==> src/rtl/isa_pkg.sv <==
`default_nettype none

package isa_pkg;

    // architectural register index, r0 to r7
    localparam int arch_reg_bits = 3;
    localparam int num_arch_regs = 1 << arch_reg_bits;

    // immediate field, sign-extended by the execute stage
    localparam int imm_bits = 8;

    // r0 is never renamed and always reads zero
    localparam logic [arch_reg_bits-1:0] zero_reg = '0;

    // two-bit opcode field
    typedef enum logic [1:0] {
        // rs1 + rs2
        op_add  = 2'd0,
        // rs1 - rs2
        op_sub  = 2'd1,
        // rs1 + sext(imm)
        op_addi = 2'd2,
        // low data_width bits of rs1 * rs2
        op_mul  = 2'd3
    } opcode_t;

endpackage

`default_nettype wire

==> src/rtl/core_pkg.sv <==
`default_nettype none

package core_pkg;

    // life cycle of one reorder buffer slot
    typedef enum logic [1:0] {
        st_empty   = 2'd0,
        // allocated, operands maybe pending
        st_waiting = 2'd1,
        // sent to execute, result not back yet
        st_issued  = 2'd2,
        // result written, waiting to reach the head
        st_done    = 2'd3
    } entry_state_t;

    // which execute pipe an opcode uses
    typedef enum logic {
        path_alu = 1'b0,
        path_mul = 1'b1
    } exec_path_t;

    // only multiplies take the long pipe
    function automatic exec_path_t path_of(input isa_pkg::opcode_t op);
        return (op == isa_pkg::op_mul) ? path_mul : path_alu;
    endfunction

endpackage

`default_nettype wire

==> src/rtl/rename_stage.sv <==
`timescale 1ns/1ps
`default_nettype none

module rename_stage #(
    parameter int num_pregs = 16,
    parameter int rob_depth = 8
) (
    input  wire logic                               clock,
    input  wire logic                               reset,
    input  wire logic                               inst_valid,
    input  wire isa_pkg::opcode_t                   inst_op,
    input  wire logic [isa_pkg::arch_reg_bits-1:0]  inst_rd,
    input  wire logic [isa_pkg::arch_reg_bits-1:0]  inst_rs1,
    input  wire logic [isa_pkg::arch_reg_bits-1:0]  inst_rs2,
    input  wire logic [isa_pkg::imm_bits-1:0]       inst_imm,
    input  wire logic                               rob_full,
    input  wire logic                               free_valid,
    input  wire logic [$clog2(num_pregs)-1:0]       free_tag,
    output logic                                    stall,
    output logic                                    alloc_valid,
    output isa_pkg::opcode_t                        alloc_op,
    output logic [isa_pkg::arch_reg_bits-1:0]       alloc_rd,
    output logic [$clog2(num_pregs)-1:0]            alloc_tag,
    output logic [$clog2(num_pregs)-1:0]            alloc_old_tag,
    output logic [$clog2(num_pregs)-1:0]            alloc_src1_tag,
    output logic [$clog2(num_pregs)-1:0]            alloc_src2_tag,
    output logic [isa_pkg::imm_bits-1:0]            alloc_imm
);

    localparam int tag_bits   = $clog2(num_pregs);
    // registers beyond the initial identity mapping
    localparam int free_depth = num_pregs - isa_pkg::num_arch_regs;
    localparam int ptr_bits   = (free_depth > 1) ? $clog2(free_depth) : 1;
    localparam int cnt_bits   = $clog2(free_depth + 1);

    if (free_depth < 1 || (rob_depth & (rob_depth - 1)) != 0) begin : g_param_check
        $error("rename_stage needs num_pregs above 8 and a power of two rob_depth");
    end

    // speculative map, arch reg to phys reg
    logic [tag_bits-1:0] map_table [isa_pkg::num_arch_regs];
    // circular free list
    logic [tag_bits-1:0] free_mem [free_depth];
    logic [ptr_bits-1:0] fl_head;
    logic [ptr_bits-1:0] fl_tail;
    logic [cnt_bits-1:0] fl_count;
    logic                needs_preg;
    logic                pop;

    // free list wraps at free_depth, which need not be a power of two
    function automatic logic [ptr_bits-1:0] next_ptr(input logic [ptr_bits-1:0] p);
        return (p == ptr_bits'(free_depth - 1)) ? '0 : p + 1'b1;
    endfunction

    // r0 writers need no phys reg and never stall on the free list
    assign needs_preg  = inst_rd != isa_pkg::zero_reg;
    assign stall       = rob_full || (fl_count == '0 && needs_preg);
    assign alloc_valid = inst_valid && !stall;
    assign pop         = alloc_valid && needs_preg;

    // sources see the map before this instruction's own rename
    assign alloc_src1_tag = map_table[inst_rs1];
    assign alloc_src2_tag = map_table[inst_rs2];
    // r0 destinations carry tag 0 for both new and old
    assign alloc_tag      = needs_preg ? free_mem[fl_head] : '0;
    assign alloc_old_tag  = needs_preg ? map_table[inst_rd] : '0;
    assign alloc_op       = inst_op;
    assign alloc_rd       = inst_rd;
    assign alloc_imm      = inst_imm;

    always_ff @(posedge clock) begin
        if (reset) begin
            // ri maps to phys i
            for (int i = 0; i < isa_pkg::num_arch_regs; i++) begin
                map_table[i] <= tag_bits'(i);
            end
            // remaining phys regs start out free
            for (int i = 0; i < free_depth; i++) begin
                free_mem[i] <= tag_bits'(isa_pkg::num_arch_regs + i);
            end
            fl_head  <= '0;
            fl_tail  <= '0;
            fl_count <= cnt_bits'(free_depth);
        end else begin
            if (pop) begin
                map_table[inst_rd] <= free_mem[fl_head];
                fl_head            <= next_ptr(fl_head);
            end
            // retire push may land in the same cycle as a pop
            if (free_valid) begin
                free_mem[fl_tail] <= free_tag;
                fl_tail           <= next_ptr(fl_tail);
            end
            fl_count <= fl_count + cnt_bits'(free_valid) - cnt_bits'(pop);
        end
    end

    // retire only ever returns what dispatch took, so the list never overfills
    assert property (@(posedge clock) disable iff (reset)
        free_valid |-> fl_count < cnt_bits'(free_depth));

endmodule

`default_nettype wire

==> src/rtl/phys_regfile.sv <==
`timescale 1ns/1ps
`default_nettype none

module phys_regfile #(
    parameter int num_pregs  = 16,
    parameter int data_width = 32
) (
    input  wire logic                          clock,
    input  wire logic                          reset,
    input  wire logic                          alloc_valid,
    input  wire logic [$clog2(num_pregs)-1:0]  alloc_tag,
    input  wire logic [$clog2(num_pregs)-1:0]  issue_src1_tag,
    input  wire logic [$clog2(num_pregs)-1:0]  issue_src2_tag,
    input  wire logic [$clog2(num_pregs)-1:0]  retire_tag,
    input  wire logic                          wb_valid,
    input  wire logic [$clog2(num_pregs)-1:0]  wb_tag,
    input  wire logic [data_width-1:0]         wb_value,
    output logic                               src1_ready,
    output logic                               src2_ready,
    output logic [data_width-1:0]              src1_value,
    output logic [data_width-1:0]              src2_value,
    output logic [data_width-1:0]              retire_value
);

    logic [data_width-1:0] values [num_pregs];
    logic [num_pregs-1:0]  ready;

    // all three read ports are combinational
    assign src1_ready   = ready[issue_src1_tag];
    assign src2_ready   = ready[issue_src2_tag];
    assign src1_value   = values[issue_src1_tag];
    assign src2_value   = values[issue_src2_tag];
    assign retire_value = values[retire_tag];

    always_ff @(posedge clock) begin
        if (reset) begin
            // arch state starts at zero in every register
            for (int i = 0; i < num_pregs; i++) begin
                values[i] <= '0;
            end
            ready <= '1;
        end else begin
            // phys 0 stays zero and ready
            if (alloc_valid && alloc_tag != '0) begin
                ready[alloc_tag] <= 1'b0;
            end
            if (wb_valid && wb_tag != '0) begin
                values[wb_tag] <= wb_value;
                ready[wb_tag]  <= 1'b1;
            end
        end
    end

    // each renamed destination is produced exactly once after its allocation
    assert property (@(posedge clock) disable iff (reset)
        (wb_valid && wb_tag != '0) |-> !ready[wb_tag]);

endmodule

`default_nettype wire

==> src/rtl/execute_unit.sv <==
`timescale 1ns/1ps
`default_nettype none

module execute_unit #(
    parameter int data_width = 32,
    parameter int num_pregs  = 16,
    parameter int rob_depth  = 8
) (
    input  wire logic                          clock,
    input  wire logic                          reset,
    input  wire logic                          issue_valid,
    input  wire isa_pkg::opcode_t              issue_op,
    input  wire logic [$clog2(num_pregs)-1:0]  issue_tag,
    input  wire logic [$clog2(rob_depth)-1:0]  issue_rob_index,
    input  wire logic [isa_pkg::imm_bits-1:0]  issue_imm,
    input  wire logic [data_width-1:0]         src1_value,
    input  wire logic [data_width-1:0]         src2_value,
    output logic                               issue_block,
    output logic                               wb_valid,
    output logic [$clog2(num_pregs)-1:0]       wb_tag,
    output logic [data_width-1:0]              wb_value,
    output logic [$clog2(rob_depth)-1:0]       wb_rob_index
);

    localparam int tag_bits   = $clog2(num_pregs);
    localparam int index_bits = $clog2(rob_depth);

    logic                  is_mul;
    logic [data_width-1:0] imm_ext;
    logic [data_width-1:0] alu_result;
    // stage 1 payload is shared, only one op issues per cycle
    logic                  alu_valid;
    logic [tag_bits-1:0]   s1_tag;
    logic [index_bits-1:0] s1_index;
    logic [data_width-1:0] alu_value;
    logic [data_width-1:0] mul_a;
    logic [data_width-1:0] mul_b;
    // multiplier stage valids, bit 0 is stage 1
    logic [2:0]            mul_valid;
    logic [tag_bits-1:0]   m2_tag;
    logic [tag_bits-1:0]   m3_tag;
    logic [index_bits-1:0] m2_index;
    logic [index_bits-1:0] m3_index;
    logic [data_width-1:0] m2_prod;
    logic [data_width-1:0] m3_prod;

    assign is_mul  = core_pkg::path_of(issue_op) == core_pkg::path_mul;
    assign imm_ext = {{(data_width - isa_pkg::imm_bits){issue_imm[isa_pkg::imm_bits-1]}},
                      issue_imm};

    always_comb begin
        case (issue_op)
            isa_pkg::op_sub:  alu_result = src1_value - src2_value;
            isa_pkg::op_addi: alu_result = src1_value + imm_ext;
            // op_add, mul results come from the other pipe
            default:          alu_result = src1_value + src2_value;
        endcase
    end

    always_ff @(posedge clock) begin
        if (reset) begin
            alu_valid <= 1'b0;
            mul_valid <= '0;
        end else begin
            alu_valid <= issue_valid && !is_mul;
            mul_valid <= {mul_valid[1:0], issue_valid && is_mul};
        end
    end

    always_ff @(posedge clock) begin
        s1_tag    <= issue_tag;
        s1_index  <= issue_rob_index;
        alu_value <= alu_result;
        mul_a     <= src1_value;
        mul_b     <= src2_value;
        // stage 2 multiplies, stage 3 holds the product for writeback
        m2_tag    <= s1_tag;
        m2_index  <= s1_index;
        m2_prod   <= mul_a * mul_b;
        m3_tag    <= m2_tag;
        m3_index  <= m2_index;
        m3_prod   <= m2_prod;
    end

    // a 1-cycle op now would land with the multiply in stage 2
    assign issue_block = mul_valid[1];

    // single writeback port
    assign wb_valid     = alu_valid || mul_valid[2];
    assign wb_tag       = mul_valid[2] ? m3_tag : s1_tag;
    assign wb_rob_index = mul_valid[2] ? m3_index : s1_index;
    assign wb_value     = mul_valid[2] ? m3_prod : alu_value;

    // the issue check in the reorder buffer keeps the pipes apart
    assert property (@(posedge clock) disable iff (reset)
        !(alu_valid && mul_valid[2]));

endmodule

`default_nettype wire

==> src/rtl/reorder_buffer.sv <==
`timescale 1ns/1ps
`default_nettype none

module reorder_buffer #(
    parameter int rob_depth = 8,
    parameter int num_pregs = 16
) (
    input  wire logic                               clock,
    input  wire logic                               reset,
    input  wire logic                               alloc_valid,
    input  wire isa_pkg::opcode_t                   alloc_op,
    input  wire logic [isa_pkg::arch_reg_bits-1:0]  alloc_rd,
    input  wire logic [$clog2(num_pregs)-1:0]       alloc_tag,
    input  wire logic [$clog2(num_pregs)-1:0]       alloc_old_tag,
    input  wire logic [$clog2(num_pregs)-1:0]       alloc_src1_tag,
    input  wire logic [$clog2(num_pregs)-1:0]       alloc_src2_tag,
    input  wire logic [isa_pkg::imm_bits-1:0]       alloc_imm,
    input  wire logic                               src1_ready,
    input  wire logic                               src2_ready,
    input  wire logic                               issue_block,
    input  wire logic                               wb_valid,
    input  wire logic [$clog2(rob_depth)-1:0]       wb_rob_index,
    output logic                                    rob_full,
    output logic [$clog2(num_pregs)-1:0]            issue_src1_tag,
    output logic [$clog2(num_pregs)-1:0]            issue_src2_tag,
    output logic                                    issue_valid,
    output isa_pkg::opcode_t                        issue_op,
    output logic [$clog2(num_pregs)-1:0]            issue_tag,
    output logic [$clog2(rob_depth)-1:0]            issue_rob_index,
    output logic [isa_pkg::imm_bits-1:0]            issue_imm,
    output logic                                    free_valid,
    output logic [$clog2(num_pregs)-1:0]            free_tag,
    output logic                                    retire_valid,
    output logic [isa_pkg::arch_reg_bits-1:0]       retire_rd,
    output logic [$clog2(num_pregs)-1:0]            retire_tag
);

    localparam int tag_bits   = $clog2(num_pregs);
    localparam int index_bits = $clog2(rob_depth);
    localparam int cnt_bits   = index_bits + 1;

    core_pkg::entry_state_t              state [rob_depth];
    isa_pkg::opcode_t                    op_q [rob_depth];
    logic [isa_pkg::arch_reg_bits-1:0]   rd_q [rob_depth];
    logic [tag_bits-1:0]                 tag_q [rob_depth];
    logic [tag_bits-1:0]                 old_tag_q [rob_depth];
    logic [tag_bits-1:0]                 src1_q [rob_depth];
    logic [tag_bits-1:0]                 src2_q [rob_depth];
    logic [isa_pkg::imm_bits-1:0]        imm_q [rob_depth];
    // head retires, issue_ptr issues, tail allocates
    logic [index_bits-1:0]               head;
    logic [index_bits-1:0]               issue_ptr;
    logic [index_bits-1:0]               tail;
    logic [cnt_bits-1:0]                 count;
    logic                                issue_is_alu;
    logic                                retire_now;

    assign rob_full = count == cnt_bits'(rob_depth);

    // in-order issue, the entry at issue_ptr is the oldest unissued one
    assign issue_rob_index = issue_ptr;
    assign issue_src1_tag  = src1_q[issue_ptr];
    assign issue_src2_tag  = src2_q[issue_ptr];
    assign issue_op        = op_q[issue_ptr];
    assign issue_tag       = tag_q[issue_ptr];
    assign issue_imm       = imm_q[issue_ptr];
    assign issue_is_alu    = core_pkg::path_of(op_q[issue_ptr]) == core_pkg::path_alu;
    // multiplies never collide, so only 1-cycle ops honour the block
    assign issue_valid     = state[issue_ptr] == core_pkg::st_waiting
                             && src1_ready && src2_ready
                             && !(issue_is_alu && issue_block);

    // retire the head once done, r0 writers have nothing to free
    assign retire_now = state[head] == core_pkg::st_done;
    assign free_valid = retire_now && rd_q[head] != isa_pkg::zero_reg;
    assign free_tag   = old_tag_q[head];

    // the four updates always touch different slots
    always_ff @(posedge clock) begin
        if (reset) begin
            for (int i = 0; i < rob_depth; i++) begin
                state[i] <= core_pkg::st_empty;
            end
            head         <= '0;
            issue_ptr    <= '0;
            tail         <= '0;
            count        <= '0;
            retire_valid <= 1'b0;
        end else begin
            if (alloc_valid) begin
                state[tail] <= core_pkg::st_waiting;
                tail        <= tail + 1'b1;
            end
            if (issue_valid) begin
                state[issue_ptr] <= core_pkg::st_issued;
                issue_ptr        <= issue_ptr + 1'b1;
            end
            if (wb_valid) begin
                state[wb_rob_index] <= core_pkg::st_done;
            end
            if (retire_now) begin
                state[head] <= core_pkg::st_empty;
                head        <= head + 1'b1;
            end
            count        <= count + cnt_bits'(alloc_valid) - cnt_bits'(retire_now);
            retire_valid <= retire_now;
        end
    end

    always_ff @(posedge clock) begin
        if (alloc_valid) begin
            op_q[tail]      <= alloc_op;
            rd_q[tail]      <= alloc_rd;
            tag_q[tail]     <= alloc_tag;
            old_tag_q[tail] <= alloc_old_tag;
            src1_q[tail]    <= alloc_src1_tag;
            src2_q[tail]    <= alloc_src2_tag;
            imm_q[tail]     <= alloc_imm;
        end
        // regfile reads this tag during the retire_valid cycle
        retire_rd  <= rd_q[head];
        retire_tag <= tag_q[head];
    end

    // dispatch honours the stall level from rename
    assert property (@(posedge clock) disable iff (reset) alloc_valid |-> !rob_full);

    // execute only returns results for slots it was handed
    assert property (@(posedge clock) disable iff (reset)
        wb_valid |-> state[wb_rob_index] == core_pkg::st_issued);

endmodule

`default_nettype wire

==> src/rtl/rename_core.sv <==
`timescale 1ns/1ps
`default_nettype none

module rename_core #(
    parameter int data_width = 32,
    parameter int num_pregs  = 16,
    parameter int rob_depth  = 8
) (
    input  wire logic                               clock,
    input  wire logic                               reset,
    input  wire logic                               inst_valid,
    input  wire isa_pkg::opcode_t                   inst_op,
    input  wire logic [isa_pkg::arch_reg_bits-1:0]  inst_rd,
    input  wire logic [isa_pkg::arch_reg_bits-1:0]  inst_rs1,
    input  wire logic [isa_pkg::arch_reg_bits-1:0]  inst_rs2,
    input  wire logic [isa_pkg::imm_bits-1:0]       inst_imm,
    output logic                                    stall,
    output logic                                    retire_valid,
    output logic [isa_pkg::arch_reg_bits-1:0]       retire_rd,
    output logic [data_width-1:0]                   retire_value
);

    localparam int tag_bits   = $clog2(num_pregs);
    localparam int index_bits = $clog2(rob_depth);

    // rename to reorder buffer and regfile
    logic                              alloc_valid;
    isa_pkg::opcode_t                  alloc_op;
    logic [isa_pkg::arch_reg_bits-1:0] alloc_rd;
    logic [tag_bits-1:0]               alloc_tag;
    logic [tag_bits-1:0]               alloc_old_tag;
    logic [tag_bits-1:0]               alloc_src1_tag;
    logic [tag_bits-1:0]               alloc_src2_tag;
    logic [isa_pkg::imm_bits-1:0]      alloc_imm;
    logic                              rob_full;
    // issue path
    logic [tag_bits-1:0]               issue_src1_tag;
    logic [tag_bits-1:0]               issue_src2_tag;
    logic                              src1_ready;
    logic                              src2_ready;
    logic [data_width-1:0]             src1_value;
    logic [data_width-1:0]             src2_value;
    logic                              issue_valid;
    isa_pkg::opcode_t                  issue_op;
    logic [tag_bits-1:0]               issue_tag;
    logic [index_bits-1:0]             issue_rob_index;
    logic [isa_pkg::imm_bits-1:0]      issue_imm;
    logic                              issue_block;
    // writeback and retire
    logic                              wb_valid;
    logic [tag_bits-1:0]               wb_tag;
    logic [data_width-1:0]             wb_value;
    logic [index_bits-1:0]             wb_rob_index;
    logic                              free_valid;
    logic [tag_bits-1:0]               free_tag;
    logic [tag_bits-1:0]               retire_tag;

    rename_stage #(
        .num_pregs (num_pregs),
        .rob_depth (rob_depth)
    ) u_rename (
        .clock, .reset, .inst_valid, .inst_op, .inst_rd, .inst_rs1, .inst_rs2, .inst_imm,
        .rob_full, .free_valid, .free_tag, .stall,
        .alloc_valid, .alloc_op, .alloc_rd, .alloc_tag, .alloc_old_tag,
        .alloc_src1_tag, .alloc_src2_tag, .alloc_imm
    );

    phys_regfile #(
        .num_pregs  (num_pregs),
        .data_width (data_width)
    ) u_regfile (
        .clock, .reset, .alloc_valid, .alloc_tag, .issue_src1_tag, .issue_src2_tag,
        .retire_tag, .wb_valid, .wb_tag, .wb_value,
        .src1_ready, .src2_ready, .src1_value, .src2_value, .retire_value
    );

    execute_unit #(
        .data_width (data_width),
        .num_pregs  (num_pregs),
        .rob_depth  (rob_depth)
    ) u_execute (
        .clock, .reset, .issue_valid, .issue_op, .issue_tag, .issue_rob_index, .issue_imm,
        .src1_value, .src2_value, .issue_block,
        .wb_valid, .wb_tag, .wb_value, .wb_rob_index
    );

    reorder_buffer #(
        .rob_depth (rob_depth),
        .num_pregs (num_pregs)
    ) u_rob (
        .clock, .reset, .alloc_valid, .alloc_op, .alloc_rd, .alloc_tag, .alloc_old_tag,
        .alloc_src1_tag, .alloc_src2_tag, .alloc_imm,
        .src1_ready, .src2_ready, .issue_block, .wb_valid, .wb_rob_index,
        .rob_full, .issue_src1_tag, .issue_src2_tag, .issue_valid, .issue_op, .issue_tag,
        .issue_rob_index, .issue_imm, .free_valid, .free_tag,
        .retire_valid, .retire_rd, .retire_tag
    );

endmodule

`default_nettype wire

==> config.mk <==
export PLATFORM = sky130hd
export DESIGN_NAME = rename_core
export DESIGN_NICKNAME = d
export VERILOG_FILES = /design/src/rtl/isa_pkg.sv /design/src/rtl/core_pkg.sv /design/src/rtl/rename_stage.sv /design/src/rtl/phys_regfile.sv /design/src/rtl/execute_unit.sv /design/src/rtl/reorder_buffer.sv /design/src/rtl/rename_core.sv
export SDC_FILE = /design/constraint.sdc
export NUM_CORES = 2
export LEC_CHECK = 0
export BUFFER_PORTS_ARGS = -buffer_cell sky130_fd_sc_hd__clkbuf_2
export CAP_MARGIN = 20
export CELL_PAD_IN_SITES_DETAIL_PLACEMENT = 1
export CELL_PAD_IN_SITES_GLOBAL_PLACEMENT = 2
export CORE_ASPECT_RATIO = 0.5
export CORE_MARGIN = 2
export CORE_UTILIZATION = 30
export DETAILED_ROUTE_END_ITERATION = 6
export GPL_ROUTABILITY_DRIVEN = 0
export HOLD_SLACK_MARGIN = 0.15
export PLACE_DENSITY_LB_ADDON = 0.1
export SYNTH_ARGS = -nofsm -noshare
export SYNTH_HDL_FRONTEND = slang
export SYNTH_SLANG_ARGS = --single-unit
==> constraint.sdc <==
create_clock -name clock -period 17.53 [get_ports clock]
set_input_delay 0.8765 -clock clock [delete_from_list [all_inputs] [get_ports clock]]
set_output_delay 0.8765 -clock clock [all_outputs]
set_load 0.005 [all_outputs]
==> results.md <==
* Post-Route WL at 263000 um
* Cell mode on critical path: nor2_1
* Hold depth at 0
* DIE HEIGHT at 342 um
* Final Cycle Share at about half
* Pin count of the biggest net entering global routing at between 100 and 150
* Vias at between 40k and 50k
* Final hold vios at 0
* CTS tree: built
* Fin Clk Skew at 0.0579 ns
* Critical Path Sink Type: flop
* GR Overflow Total at 0
* Min-Delay Path Class: flop to flop
* Antenna-violating nets left at 0
* Setup WS post-layout at roughly 8.8 ns
* Req. time, crit path at roughly 18 ns
* Total core area at roughly 0.23 sq mm
* Fin crit period at ~8.7 ns
* Htree depth at 3
* Reg clk slew, reported paths at 0.07 ns
* Crit path largest cell delay at 0.68 ns
* Largest delay contributor family on the critical path: compound AO/OA/AOI/OAI gates
* Hold Buf Count CTS at 0
* Worst path bufs/invs at 2
* IO Pins at ~60
* Vias in the first global route at about 50k
* Worst-skew pair later-pin latency at 0.76 ns
* Syn_area_per_cell at 11.8 sq um
* Synth Register Bits at ~1.1k
* First-pass GRT wire length at 378000 um
* Post-Syn Instances at 5817
* Max Buffers Root-to-Sink at 3
* Die W at between 600 and 700 um
* Total track usage at 22.5%
* Seq/Total Area, Yosys at 42.8%
* P&R area growth vs syn at 11.5%
* Syn Std Cell Area at 0.0687 sq mm
* Std cell rows at approximately 120
* Hold Startpoint: u_execute.m2_tag[2]$_DFF_P_
* Total CTS buffers at 116
* Port Buf Inserts at 58
* Max_cap viols at 0
* Post-CTS sizing at 0
* Ys async rst share at 0%
* Internal reg-to-reg setup slack at between 8 and 9 ns
* Arrival @ worst endpoint at 9.31 ns
* Post-CTS Setup Bufs at 0
* Reg2reg path depth at 27
* F_max at 0.115 GHz
* RSZ-0062 raised after global routing: false
* Initial drt markers at about 3.7k
* Worst path slowest cell: mux4_4
* Die area at 0.233 sq mm
* Sink Count at about 1.1k
* Outcome: finished, final reports clean
* Final setup violation count at 0
* Initial Utilization at 30.1%
* EDFF count, synth at 808
* Dpl ws at between 8 and 9 ns
* Reg2reg end: u_execute.alu_value[31]$_DFF_P_
* Max-slew violations at 0
* Drt pass-1 iters at 5
* Layout cells sized above 1 at 14.4%
* Worst-Margin Slew at 1.21 ns
* Most used DFF post-synth: edfxtp_1
* Via density at 5.32
* Startpoint Class: flop
* Layout net count at 6376
* Detailed Place HPWL at 164000 um
* Initial antenna violation count at 15
* DR DRC count at 0
* Clock root cell: clkbuf_16
* Routed WL per cell at 29.6 um
* Hold endpoint: u_execute.m3_tag[2]$_DFF_P_
* CP max FO at 36
* Ys Warns at 0
* Yosys cell types at between 70 and 80
* Setup_tns at 0 ns
* Setup CP Type: flop to flop
* Max transition margin at 19.7%
==> area by class of cell <==
class	instances	area [sq um]
diodes	2	5.00
clock buffers	162	3350
clock inverters	55	531
fillers	24500	151000
inverters	442	1660
multi-input cells	3941	36300
flip-flops and latches	1065	29400
well taps	3024	3780
repair buffers	202	1480
==> sequential cells by signal, indices dropped and copies added, names as in the netlist, 16 cells and up, named ones only <==
name	flops
u_execute.m3_prod	32
u_rob.tag_q	32
u_regfile.values	512
u_rob.src2_q	32
u_rob.state	16
u_execute.m2_prod	32
u_rob.rd_q	24
u_execute.alu_value	32
u_regfile.ready	16
u_execute.mul_a	32
u_rename.free_mem	32
u_rob.src1_q	32
u_rob.op_q	16
u_rename.map_table	32
u_rob.imm_q	64
u_execute.mul_b	32
u_rob.old_tag_q	32
==> worst register-to-register path: cells and delay by family (launching register included) <==
kind / cells / cell delay, ns
buffers and inverters: 2 / 1.24
XOR/XNOR: 1 / 0.14
adder cells (fa/ha/maj): 1 / 0.40
flip-flops: 1 / 0.66
AO/OA/AOI/OAI: 10 / 2.18
multiplexers: 4 / 1.90
AND/OR/NAND/NOR: 9 / 2.02
==> cell usage in the layout, fill, tap and decap left out, types with 25 or more instances in the layout <==
master	instances
inv_1	440
xnor2_1	91
nand2b_1	31
nor2b_1	32
xor2_1	36
clkbuf_16	123
mux4_2	319
a22oi_1	29
nor2_1	643
a211oi_1	108
nand3_1	47
buf_4	135
fa_1	411
dfxtp_1	247
o21ai_0	56
edfxtp_1	808
a21o_1	36
o211ai_1	29
a311oi_1	37
a21oi_1	138
mux2_2	56
and2_1	410
ha_1	174
conb_1	36
a31oi_1	54
clkbuf_1	25
clkbuf_2	57
nand2_1	520
mux2i_1	410
==> synth_stat cells (all sizes together), types with 7 or more instances <==
library cell	count	share of area (%)
a211oi	109	1.2
a21o	36	0.39
a21oi	139	1.0
a22o	7	0.089
a22oi	29	0.32
a311oi	37	0.47
a31oi	54	0.49
and2	411	3.7
and3	18	0.16
buf	87	0.73
clkbuf	317	1.7
dfxtp	257	7.5
edfxtp	808	35
fa	411	12
ha	175	3.2
inv	440	2.4
mux2	66	1.1
mux2i	419	6.1
mux4	322	11
nand2	535	2.9
nand2b	46	0.42
nand3	47	0.34
nand4	8	0.073
nor2	648	3.5
nor2b	33	0.30
nor3	27	0.20
nor3b	8	0.087
o211ai	29	0.32
o21ai	56	0.41
o21bai	13	0.14
or2	10	0.091
or3	11	0.10
xnor2	91	1.2
xor2	36	0.46
==> metrics by stage <==
step	hold WS (ns)	utilization [%]	std cells	cell area (sq um)
2_1_floorplan	0.310	-	5852	68800
3_3_place_gp	0.310	31.9	8671	72700
3_5_place_dp	0.313	31.9	8674	72700
4_1_cts	0.328	33.6	8891	76600
5_1_grt	0.339	33.6	8891	76600
6_report	0.314	33.6	8893	76600
==> worst max-delay path by stage <==
stage                     startpoint  slack, ns                         endpoint  cells past startpoint
after global routing            flop       8.24  u_execute.alu_value[31]$_DFF_P_                     27
after CTS                       flop       8.80  u_execute.alu_value[31]$_DFF_P_                     27
after detailed placement        flop       8.88  u_execute.alu_value[31]$_DFF_P_                     27
after global placement          flop       8.35  u_execute.alu_value[31]$_DFF_P_                     27
final                           flop       8.82  u_execute.alu_value[31]$_DFF_P_                     27
after floorplan                 flop      10.61  u_execute.alu_value[31]$_DFF_P_                     28
==> layer usage <==
metal  up-vias  share of wire, %  wire length (um)  track usage (%)
met2      1245                46            121000             36.4
met5         -                 0                 0                0
li1      20200                 -                 -                -
met3       314               4.7             12300             2.34
met1     25600                47            123000             32.3
met4         0               2.6              6780             5.66
==> logic make-up after synthesis <==
kind of cell	share of synthesized area [%]
AND/OR/NAND/NOR	12.4
multiplexers	17.7
flip-flops	42.8
AO/OA/AOI/OAI	5.43
buffers and inverters	4.88
adder cells (fa/ha/maj)	15.2
XOR/XNOR	1.62
other	0.00546
Power is not shown: default switching activity piles up to over one toggle a cycle in this logic, so the estimate is an artifact.
